## config.mk

```make
export PLATFORM = sky130hd
export DESIGN_NAME = load_align
export DESIGN_NICKNAME = d
export VERILOG_FILES = /design/src/dcache_geom_pkg.sv /design/src/dcache_bus_pkg.sv /design/src/load_align.sv
export SDC_FILE = /design/constraint.sdc
export NUM_CORES = 1
export LEC_CHECK = 0
export BUFFER_PORTS_ARGS = -buffer_cell sky130_fd_sc_hd__clkbuf_2
export CAP_MARGIN = 20
export CORE_MARGIN = 1
export CORE_UTILIZATION = 45
export DETAILED_ROUTE_END_ITERATION = 10
export PLACE_DENSITY = 0.9
export SLEW_MARGIN = 25
export SYNTH_ARGS = -nofsm -noshare
export SYNTH_HDL_FRONTEND = slang
export SYNTH_SLANG_ARGS = --single-unit
```

## constraint.sdc

```tcl
create_clock -name vclk -period 2.6
set_input_delay 0.39 -clock vclk [all_inputs]
set_output_delay 0.39 -clock vclk [all_outputs]
set_load 0.02 [all_outputs]
```

## src/dcache_geom_pkg.sv

```systemverilog
`default_nettype none

package dcache_geom_pkg;

    localparam int ADDR_W     = 32;
    localparam int WORD_W     = 32;
    localparam int LINE_WORDS = 4;
    localparam int SET_NUM    = 64;

    // byte offset inside a line, then set index, tag takes the rest
    localparam int OFFSET_W = $clog2(LINE_WORDS * WORD_W / 8);
    localparam int INDEX_W  = $clog2(SET_NUM);
    localparam int TAG_W    = ADDR_W - INDEX_W - OFFSET_W;

    typedef logic [ADDR_W-1:0]   addr_t;
    typedef logic [WORD_W-1:0]   word_t;
    typedef logic [WORD_W/8-1:0] byte_en_t;
    typedef logic [TAG_W-1:0]    tag_t;
    typedef logic [INDEX_W-1:0]  index_t;

    typedef logic [$clog2(LINE_WORDS)-1:0] word_sel_t;

    // word 0 sits in the low bits
    typedef logic [LINE_WORDS*WORD_W-1:0] line_t;

endpackage

`default_nettype wire
```

## src/dcache_bus_pkg.sv

```systemverilog
`default_nettype none

package dcache_bus_pkg;

    typedef enum logic [2:0] {
        LOAD_W  = 3'd0,
        LOAD_H  = 3'd1,
        LOAD_HU = 3'd2,
        LOAD_B  = 3'd3,
        LOAD_BU = 3'd4
    } load_type_e;

    typedef struct packed {
        logic                      valid;
        logic                      write;    // 1 = store
        dcache_geom_pkg::addr_t    addr;
        dcache_geom_pkg::byte_en_t wstrb;
        dcache_geom_pkg::word_t    wdata;
        load_type_e                load_type;
    } cpu_req_t;

    typedef struct packed {
        logic                   valid;
        dcache_geom_pkg::word_t rdata;
    } cpu_resp_t;

    // line-wide memory side, addresses are line aligned
    typedef struct packed {
        logic                   rd_req;
        logic                   wr_req;
        dcache_geom_pkg::addr_t rd_addr;
        dcache_geom_pkg::addr_t wr_addr;
        dcache_geom_pkg::line_t wr_data;
    } mem_req_t;

    typedef struct packed {
        logic                   rd_rdy;
        logic                   wr_rdy;
        logic                   ret_valid;
        logic                   wr_done;
        dcache_geom_pkg::line_t ret_data;
    } mem_resp_t;

endpackage

`default_nettype wire

```

## src/load_align.sv

```systemverilog
`timescale 1ns/1ps
`default_nettype none

module load_align (
    input  wire dcache_geom_pkg::word_t     word,
    input  wire logic [1:0]                 byte_off,
    input  wire dcache_bus_pkg::load_type_e load_type,
    output dcache_geom_pkg::word_t          rdata
);

    logic [15:0] half;
    logic [7:0]  byte_val;

    assign half     = byte_off[1] ? word[31:16] : word[15:0];
    assign byte_val = word[byte_off*8 +: 8];

    always_comb begin
        unique case (load_type)
            dcache_bus_pkg::LOAD_H: begin
                rdata = {{16{half[15]}}, half};
            end
            dcache_bus_pkg::LOAD_HU: begin
                rdata = {16'b0, half};
            end
            dcache_bus_pkg::LOAD_B: begin
                rdata = {{24{byte_val[7]}}, byte_val};
            end
            dcache_bus_pkg::LOAD_BU: begin
                rdata = {24'b0, byte_val};
            end
            default: begin
                rdata = word;   // LOAD_W
            end
        endcase
    end

endmodule

`default_nettype wire

```

* Yosys cells after proc, flatten, opt, wreduce, memory -nomap -nowiden
Index checks and enable logic that the tools add are counted.
** Word-level totals
- Latch bits :: 0
- Logic and storage cells :: 7
- Bits of input ports :: 37
- Memories kept :: 0
- RAM bits :: 0
- Memory bits (read-only) :: 0
- Bits in registers :: 0
** Operators by class
- Multipliers :: 0
- Divide/modulo/power cells :: 0
- Reductions and logical operators :: 0
- Shift operators :: 1
- Multiplexer cells :: 2
- $add $sub $neg :: 0
- $lt $le $gt $ge :: 0
- Bitwise logic cells :: 0
- Eq/ne operators :: 4
** Operator list (number)
- $pmux 32 s4 :: 1
- $shiftx 32x6->8 :: 1
- $mux 16 :: 1
- $eq 3x2->1 const B :: 2
- $eq 3x1->1 const B :: 1
- $eq 3x3->1 const B :: 1

* Depth between registers and ports, before layout
Gate-level depths: netlist of the first run.
- Word-level depth :: 2
- Depth in mapped cells :: 6
- Depth with buffers taken out :: 4

* Worst setup path after synthesis of the first run
Ideal clock, no wire load.
- Path kind :: input port to output port
- From :: in load_type[2]
- To :: out rdata[0]
- Cell stages on the path :: 5
- Arrival :: 1661 ps
- Path buffers :: 1
- Slack :: 549 ps
- Cells stage by stage :: buf_4 > or3b_2 > nor2_1 > o21ai_1 > o221ai_1
** Between the ends
- Cells in the longest elaborated chain, start to end :: 2
- Elaborated cells on any way between the ends :: 5
- Those cells by class :: eq/ne: 4; mux: 1
** RTL lines
- start: declaration :: RTL line load_align.sv:7 : input wire dcache_bus_pkg::load_type_e load_type,
- $eq 3x3->1, or another cell as far along :: RTL line load_align.sv:18 : unique case (load_type)
- $pmux 32 s4 * :: RTL line load_align.sv:18
- end: declaration :: RTL line load_align.sv:8 : output dcache_geom_pkg::word_t rdata
Every way passes the cells marked *; elsewhere a longest branch is shown, timed or not.

* Worst setup path in the final report of the first run
- From :: in byte_off[0]
- To :: out rdata[30]
** Between the ends
- Cells in the longest elaborated chain, start to end :: 2
** RTL lines
- start: declaration :: RTL line load_align.sv:6 : input wire logic [1:0] byte_off,
- $shiftx 32x6->8 :: RTL line load_align.sv:15 : assign byte_val = word[byte_off*8 +: 8];
- $pmux 32 s4 :: RTL line load_align.sv:18
No other way between the ends.

==> flow_summary_export.csv, run 1 <==
group,metric,value,unit
outcome,status,"complete, no violations",
grt,grt_max_degree,17,
cells_and_area,ff_latch_area,0,µm²
clocking,hold_buffers,0,
routing,routed_wl,3080,µm
sta,rsz0062_at_grt,"no",
synth,synth_cells,121,
sta,finalCritPeriodShare,90.6,%
routing,wire_per_inst,14.7,µm
synth,synth_xor_area_share,1.02,%
synth,synthMuxAreaShare,12.0,%
synth,synth_top_family_by_area,"compound AO/OA/AOI/OAI gates",
grt,grt_overflow,0,
floorplanning,ioPinCount,69,
setup_path,cp-start-kind,"input port",
synth,yosysWarnings,0,
floorplanning,fp-row-count,15,
min_path,hold_path.class,"in2out",
floorplanning,chipHeight,45.8,µm
synth,synth_fp_nets,158,
routing,drc,0,
sta,relSlewSlack,56.3,%
routing,dr_total_vias,1199,
clocking,ctsResizeCount,0,
placement,place_hpwl,2470,µm
placement,port_buffers,69,
cells_and_area,nFillCells,176,
synth,yosys.area_share.simple,23.8,%
placement,gp_congestion,0.813,
setup_path,crit_fanout,16,
job,max_cap_violations,0,
cells_and_area,final_cells,210,
cells_and_area,n_antenna_cell,0,
grt,grt_pass1_vias,1034,
synth,synth_seq_area_share,0,%
clocking,post-cts-setup-buffers,0,
cells_and_area,nClkBuffers,0,
placement,dp.cells,210,
synth,synth_area,862,µm²
cells_and_area,drive_gt1_share,47.6,%
sta,hold_violations,0,
sta,slew_viol_final,0,
floorplanning,core_area,1760,µm²
cells_and_area,final_nets,224,
synth,synth_top_cell_by_area,"a21o_1",
placement,place_ws,0.260,ns
cells_and_area,syn_to_final_growth,38.5,%
power,irDropWorstVdd,0.000133,V
sta,worst_pin_slew,0.654,ns
sta,setup_viol,0,
floorplanning,die_w,45.8,µm
sta,setup-tns-final,0,ns
sta,max_freq,0.425,GHz
routing,vias_per_cell,5.71,
synth,synth.top_cell.area_share,9.58,%
routing,drtAntennaViolNets,0,
cells_and_area,design.seq.count,0,
setup_path,worstSetupPathType,"in2out",
floorplanning,die_area,2090,µm²
setup_path,cp.arrival,1.97,ns
sta,setup_ws,0.244,ns
grt,grt.total_usage,29.4,%
floorplanning,start_util,48.9,%
setup_path,end_kind,"output port",
power,p_per_area,265,nW/µm²
grt,antenna_found_initial,0,
setup_path,required,2.21,ns
synth,syn_area_per_cell,7.12,µm²
synth,synth_fa_ha_area_share,9.29,%
grt,grt_pass1_wl,4670,µm
routing,first_pass_iters,4,
synth,yosysUniqueCellTypes,36,
synth,synth_compound_area_share,37.3,%
synth,synthTopCellsByArea,"a21o_1, maj3_1, mux2i_1, o221ai_1, inv_1",
sta,period_minus_slack,2.36,ns
power,leakage,0.720,nW
routing,first_iter_violations,60,
-- synthesized netlist by cell type (2+ instances only) --
cell type	n
buf_2	2
a21o_1	11
nor3_4	2
inv_1	16
a21boi_0	7
o221ai_1	7
nor2_1	4
nand2_1	10
a21oi_1	3
nor3_1	9
a21o_2	6
maj3_1	8
mux2i_1	7
nor3b_1	2
buf_6	4
o21ai_0	3
-- worst max-delay path, cell delays in order --
cell	delay (ns)
clkbuf_2	0.15
mux4_2	0.45
nor2_4	0.06
nor3_4	0.58
a21o_1	0.17
clkbuf_2	0.17
-- logic make-up (layout without fill, tap and decap cells) --
| family | after synthesis | in the layout |
|---|---|---|
| mux | 9 | 9 |
| compound gates | 42 | 42 |
| xor+xnor | 1 | 1 |
| simple gates | 35 | 35 |
| fa+ha+maj | 8 | 8 |
| buf+inv | 26 | 90 |
-- per-layer routing --
| metal | track usage (%) | share of wire (%) | vias up |
|---|---|---|---|
| met4 | 4.12 | 1.7 | 0 |
| met2 | 54.9 | 53 | 64 |
| li1 | - | - | 566 |
| met1 | 37.8 | 37 | 563 |
| met3 | 1.19 | 7.7 | 6 |
| met5 | 0 | 0 | - |
-- cell usage in the layout (no fill, tap or decap) --
master | Yosys | routed
nand3_1 | 1 | 1
nor3_1 | 9 | 9
o32a_1 | 1 | 1
inv_1 | 16 | 16
nor2_4 | 1 | 1
or3_1 | 1 | 1
o21ai_0 | 3 | 3
or2b_2 | 1 | 1
clkbuf_2 | 0 | 69
nor3_4 | 2 | 2
nor2_1 | 4 | 4
o21ai_1 | 1 | 1
a311o_1 | 1 | 1
a21boi_0 | 7 | 7
a2111oi_0 | 1 | 1
nand2_1 | 10 | 10
a21o_2 | 6 | 6
maj3_1 | 8 | 8
a21o_1 | 11 | 11
mux4_2 | 1 | 1
nor3b_1 | 2 | 2
o41ai_1 | 1 | 1
and3_2 | 1 | 1
o221ai_1 | 7 | 7
buf_4 | 1 | 5
mux2i_1 | 7 | 7
nor2b_1 | 1 | 1
or3b_2 | 1 | 1
mux2_2 | 1 | 1
xor2_1 | 1 | 1
nand2b_1 | 1 | 1
a21oi_1 | 3 | 3
-- power breakdown --
group	total, mW	internal (mW)	switching, mW
Combinational	0.316	0.125	0.191
Clock	0	0	0
Sequential	0	0	0
-- cell type report --
cell class	instances	area, µm²	area share [%]
multi-input cells	95	719	60.3
repair buffers	74	383	32.1
inverters	16	60.1	5.03
well taps	25	31.3	2.62
-- metrics by stage --
step	instance area, µm²	hold WS (ns)	util [%]	total power [mW]
floorplan	862	0.935	-	0.208
CTS	1190	1.11	67.7	0.314
global placement	1190	1.12	67.7	0.302
finish	1190	1.11	67.7	0.316
global route	1190	1.14	67.7	0.339
detailed placement	1190	1.12	67.7	0.312
-- worst paths after layout --
| check | startpoint | end | slack (ns) | depth (start not counted) |
|---|---|---|---|---|
| min | word[0] | rdata[0] | 1.11 | 4 |
| max | byte_off[0] | rdata[30] | 0.24 | 6 |
(Power assumes the default switching activity.)
==> run 2, diff against run 1 <==
Settings changed: ABC_AREA from default to 1, CORE_UTILIZATION 45 to 48, PLACE_DENSITY 0.9 to 0.91.
==> flow_summary_export.csv, run 2 <==
group,metric,value,unit
floorplanning,die_w,47.6,µm
synth,synth_top_cells_by_count,"nand2_1, nand3_1, o21ai_0",
routing,drc,0,
grt,grt_max_degree,25,
floorplanning,start_util,50.8,%
synth,yosysUniqueCellTypes,19,
grt,grt_pass1_vias,1201,
routing,vias_per_cell,5.26,
placement,place_ws,0.525,ns
cells_and_area,drive_gt1_share,29.3,%
setup_path,cp-start-kind,"input port",
power,power.share.sequential,0,%
grt,grt_pass1_wl,4820,µm
synth,syn_area_per_cell,4.55,µm²
setup_path,crit_fanout,24,
synth,synthMuxAreaShare,0,%
grt,grt.total_usage,27.9,%
cells_and_area,ff_latch_area,0,µm²
sta,setup_ws,0.512,ns
cells_and_area,design.seq.count,0,
setup_path,cp_slowest_cell,"nand3_2",
cells_and_area,nFillCells,237,
setup_path,required,2.21,ns
power,intPower,120,µW
setup_path,critPathBufInv,4,
cells_and_area,syn_to_final_growth,33.4,%
setup_path,crit_chain,"clkbuf_2, inv_2, nand3_1, inv_1, nand3_2, nand3_1, clkbuf_2",
routing,wire_per_inst,10.5,µm
grt,antenna_found_initial,0,
synth,yosys.area_share.simple,76.5,%
routing,first_iter_violations,62,
synth,synth_seq_area_share,0,%
job,max_cap_violations,0,
power,clkPwrFrac,0,%
routing,first_pass_iters,4,
sta,max_freq,0.479,GHz
floorplanning,core_area,1960,µm²
clocking,post-cts-setup-buffers,0,
sta,setup_viol,0,
power,switchingPower,220,µW
synth,synth_xor_area_share,0,%
clocking,ctsResizeCount,0,
power,combPwrFrac,100.0,%
synth,synth_area,996,µm²
sta,worst_pin_slew,0.753,ns
power,p_per_area,256,nW/µm²
cells_and_area,nClkBuffers,0,
synth,synth_fp_nets,256,
power,leakage,0.890,nW
cells_and_area,final_cell_mix,"nand2_1, clkbuf_2, nand3_1",
cells_and_area,final_nets,319,
synth,synth.top_cell.area_share,47.9,%
synth,synth_top_family_by_area,"simple AND/OR/NAND/NOR gates",
setup_path,path_delay_family,"simple AND/OR/NAND/NOR gates",
sta,relSlewSlack,49.4,%
sta,rsz0062_at_grt,"no",
sta,setup-tns-final,0,ns
floorplanning,chipHeight,47.6,µm
synth,synth_top_cell_by_area,"nand2_1",
synth,synth_cells,219,
sta,period_minus_slack,2.09,ns
synth,synth_fa_ha_area_share,0,%
min_path,hold_path.class,"in2out",
synth,synth.most_common_cell,"nand2_1",
setup_path,cp.arrival,1.70,ns
sta,slew_viol_final,0,
placement,gp_congestion,0.913,
grt,grt_overflow,0,
floorplanning,ioPinCount,69,
routing,dr_total_vias,1616,
setup_path,slowest_delay,0.42,ns
floorplanning,fp-row-count,16,
power,irDropWorstVdd,0.000150,V
routing,drtAntennaViolNets,0,
power,switching_share,64.8,%
setup_path,end_kind,"output port",
synth,synth_compound_area_share,12.8,%
placement,place_hpwl,2570,µm
setup_path,worstSetupPathType,"in2out",
sta,finalCritPeriodShare,80.3,%
routing,routed_wl,3230,µm
sta,hold_violations,0,
synth,yosysWarnings,0,
cells_and_area,n_antenna_cell,0,
cells_and_area,mostFrequentLayoutCell,"nand2_1",
synth,synthTopCellsByArea,"nand2_1, nand3_1, o21ai_0, o211ai_1, or2_1",
clocking,hold_buffers,0,
cells_and_area,multi_input_area,890,µm²
placement,port_buffers,69,
floorplanning,die_area,2260,µm²
outcome,status,"complete, no violations",
==> run 2: cell types whose count changed after synthesis, moves of 8 or more <==
| cell | change |
|---|---|
| a21o_1 | -11 |
| inv_1 | -12 |
| maj3_1 | -8 |
| nand2_1 | +117 |
| nand3_1 | +34 |
| nor3_1 | -8 |
| o21ai_0 | +11 |
==> run 2: power by group through the flow <==
stage                     combinational [mW]  sequential, mW  clock (mW)
final                                  0.340               0           0
after global routing                   0.376               0           0
after CTS                              0.340               0           0
after detailed placement               0.339               0           0
after global placement                 0.334               0           0
after floorplan                        0.227               0           0
==> run 2: cell families after synthesis <==
logic type,Yosys count
and+or+nand+nor,178
AOI/OAI and AO/OA,22
buffers and inverters,19
==> run 2: cell type report <==
cell class         count  share of cell area (%)
inverters              6                    1.69
well taps             27                    2.54
multi-input cells    200                    66.9
repair buffers        74                    28.8
==> run 2: worst paths after layout <==
check	startpoint	to	slack, ns	cells after the start
setup / recovery	load_type[2]	rdata[25]	0.51	7
hold / removal	word[23]	rdata[23]	1.14	4
==> run 2: worst min-delay path, delay by kind of cell <==
| family | cells | cell delay (ns) |
|---|---|---|
| and+or+nand+nor | 2 | 0.13 |
| buffers and inverters | 2 | 0.24 |
==> run 2: layer usage <==
layer,share of wire [%],vias up,global-route usage [%]
li1,-,831,-
met1,43,713,37.3
met2,51,72,51.2
met3,6.2,0,0.755
met4,0,0,3.33
met5,0,-,0
==> run 2: per-stage QoR <==
stage / power [mW] / hold slack (ns) / cells / utilization [%] / area (µm²)
after floorplan: 0.227 / 0.989 / 219 / - / 996
after global placement: 0.334 / 1.14 / 307 / 67.7 / 1330
after detailed placement: 0.339 / 1.14 / 307 / 67.7 / 1330
after CTS: 0.340 / 1.14 / 307 / 67.7 / 1330
after global routing: 0.376 / 1.16 / 307 / 67.7 / 1330
final: 0.340 / 1.14 / 307 / 67.7 / 1330
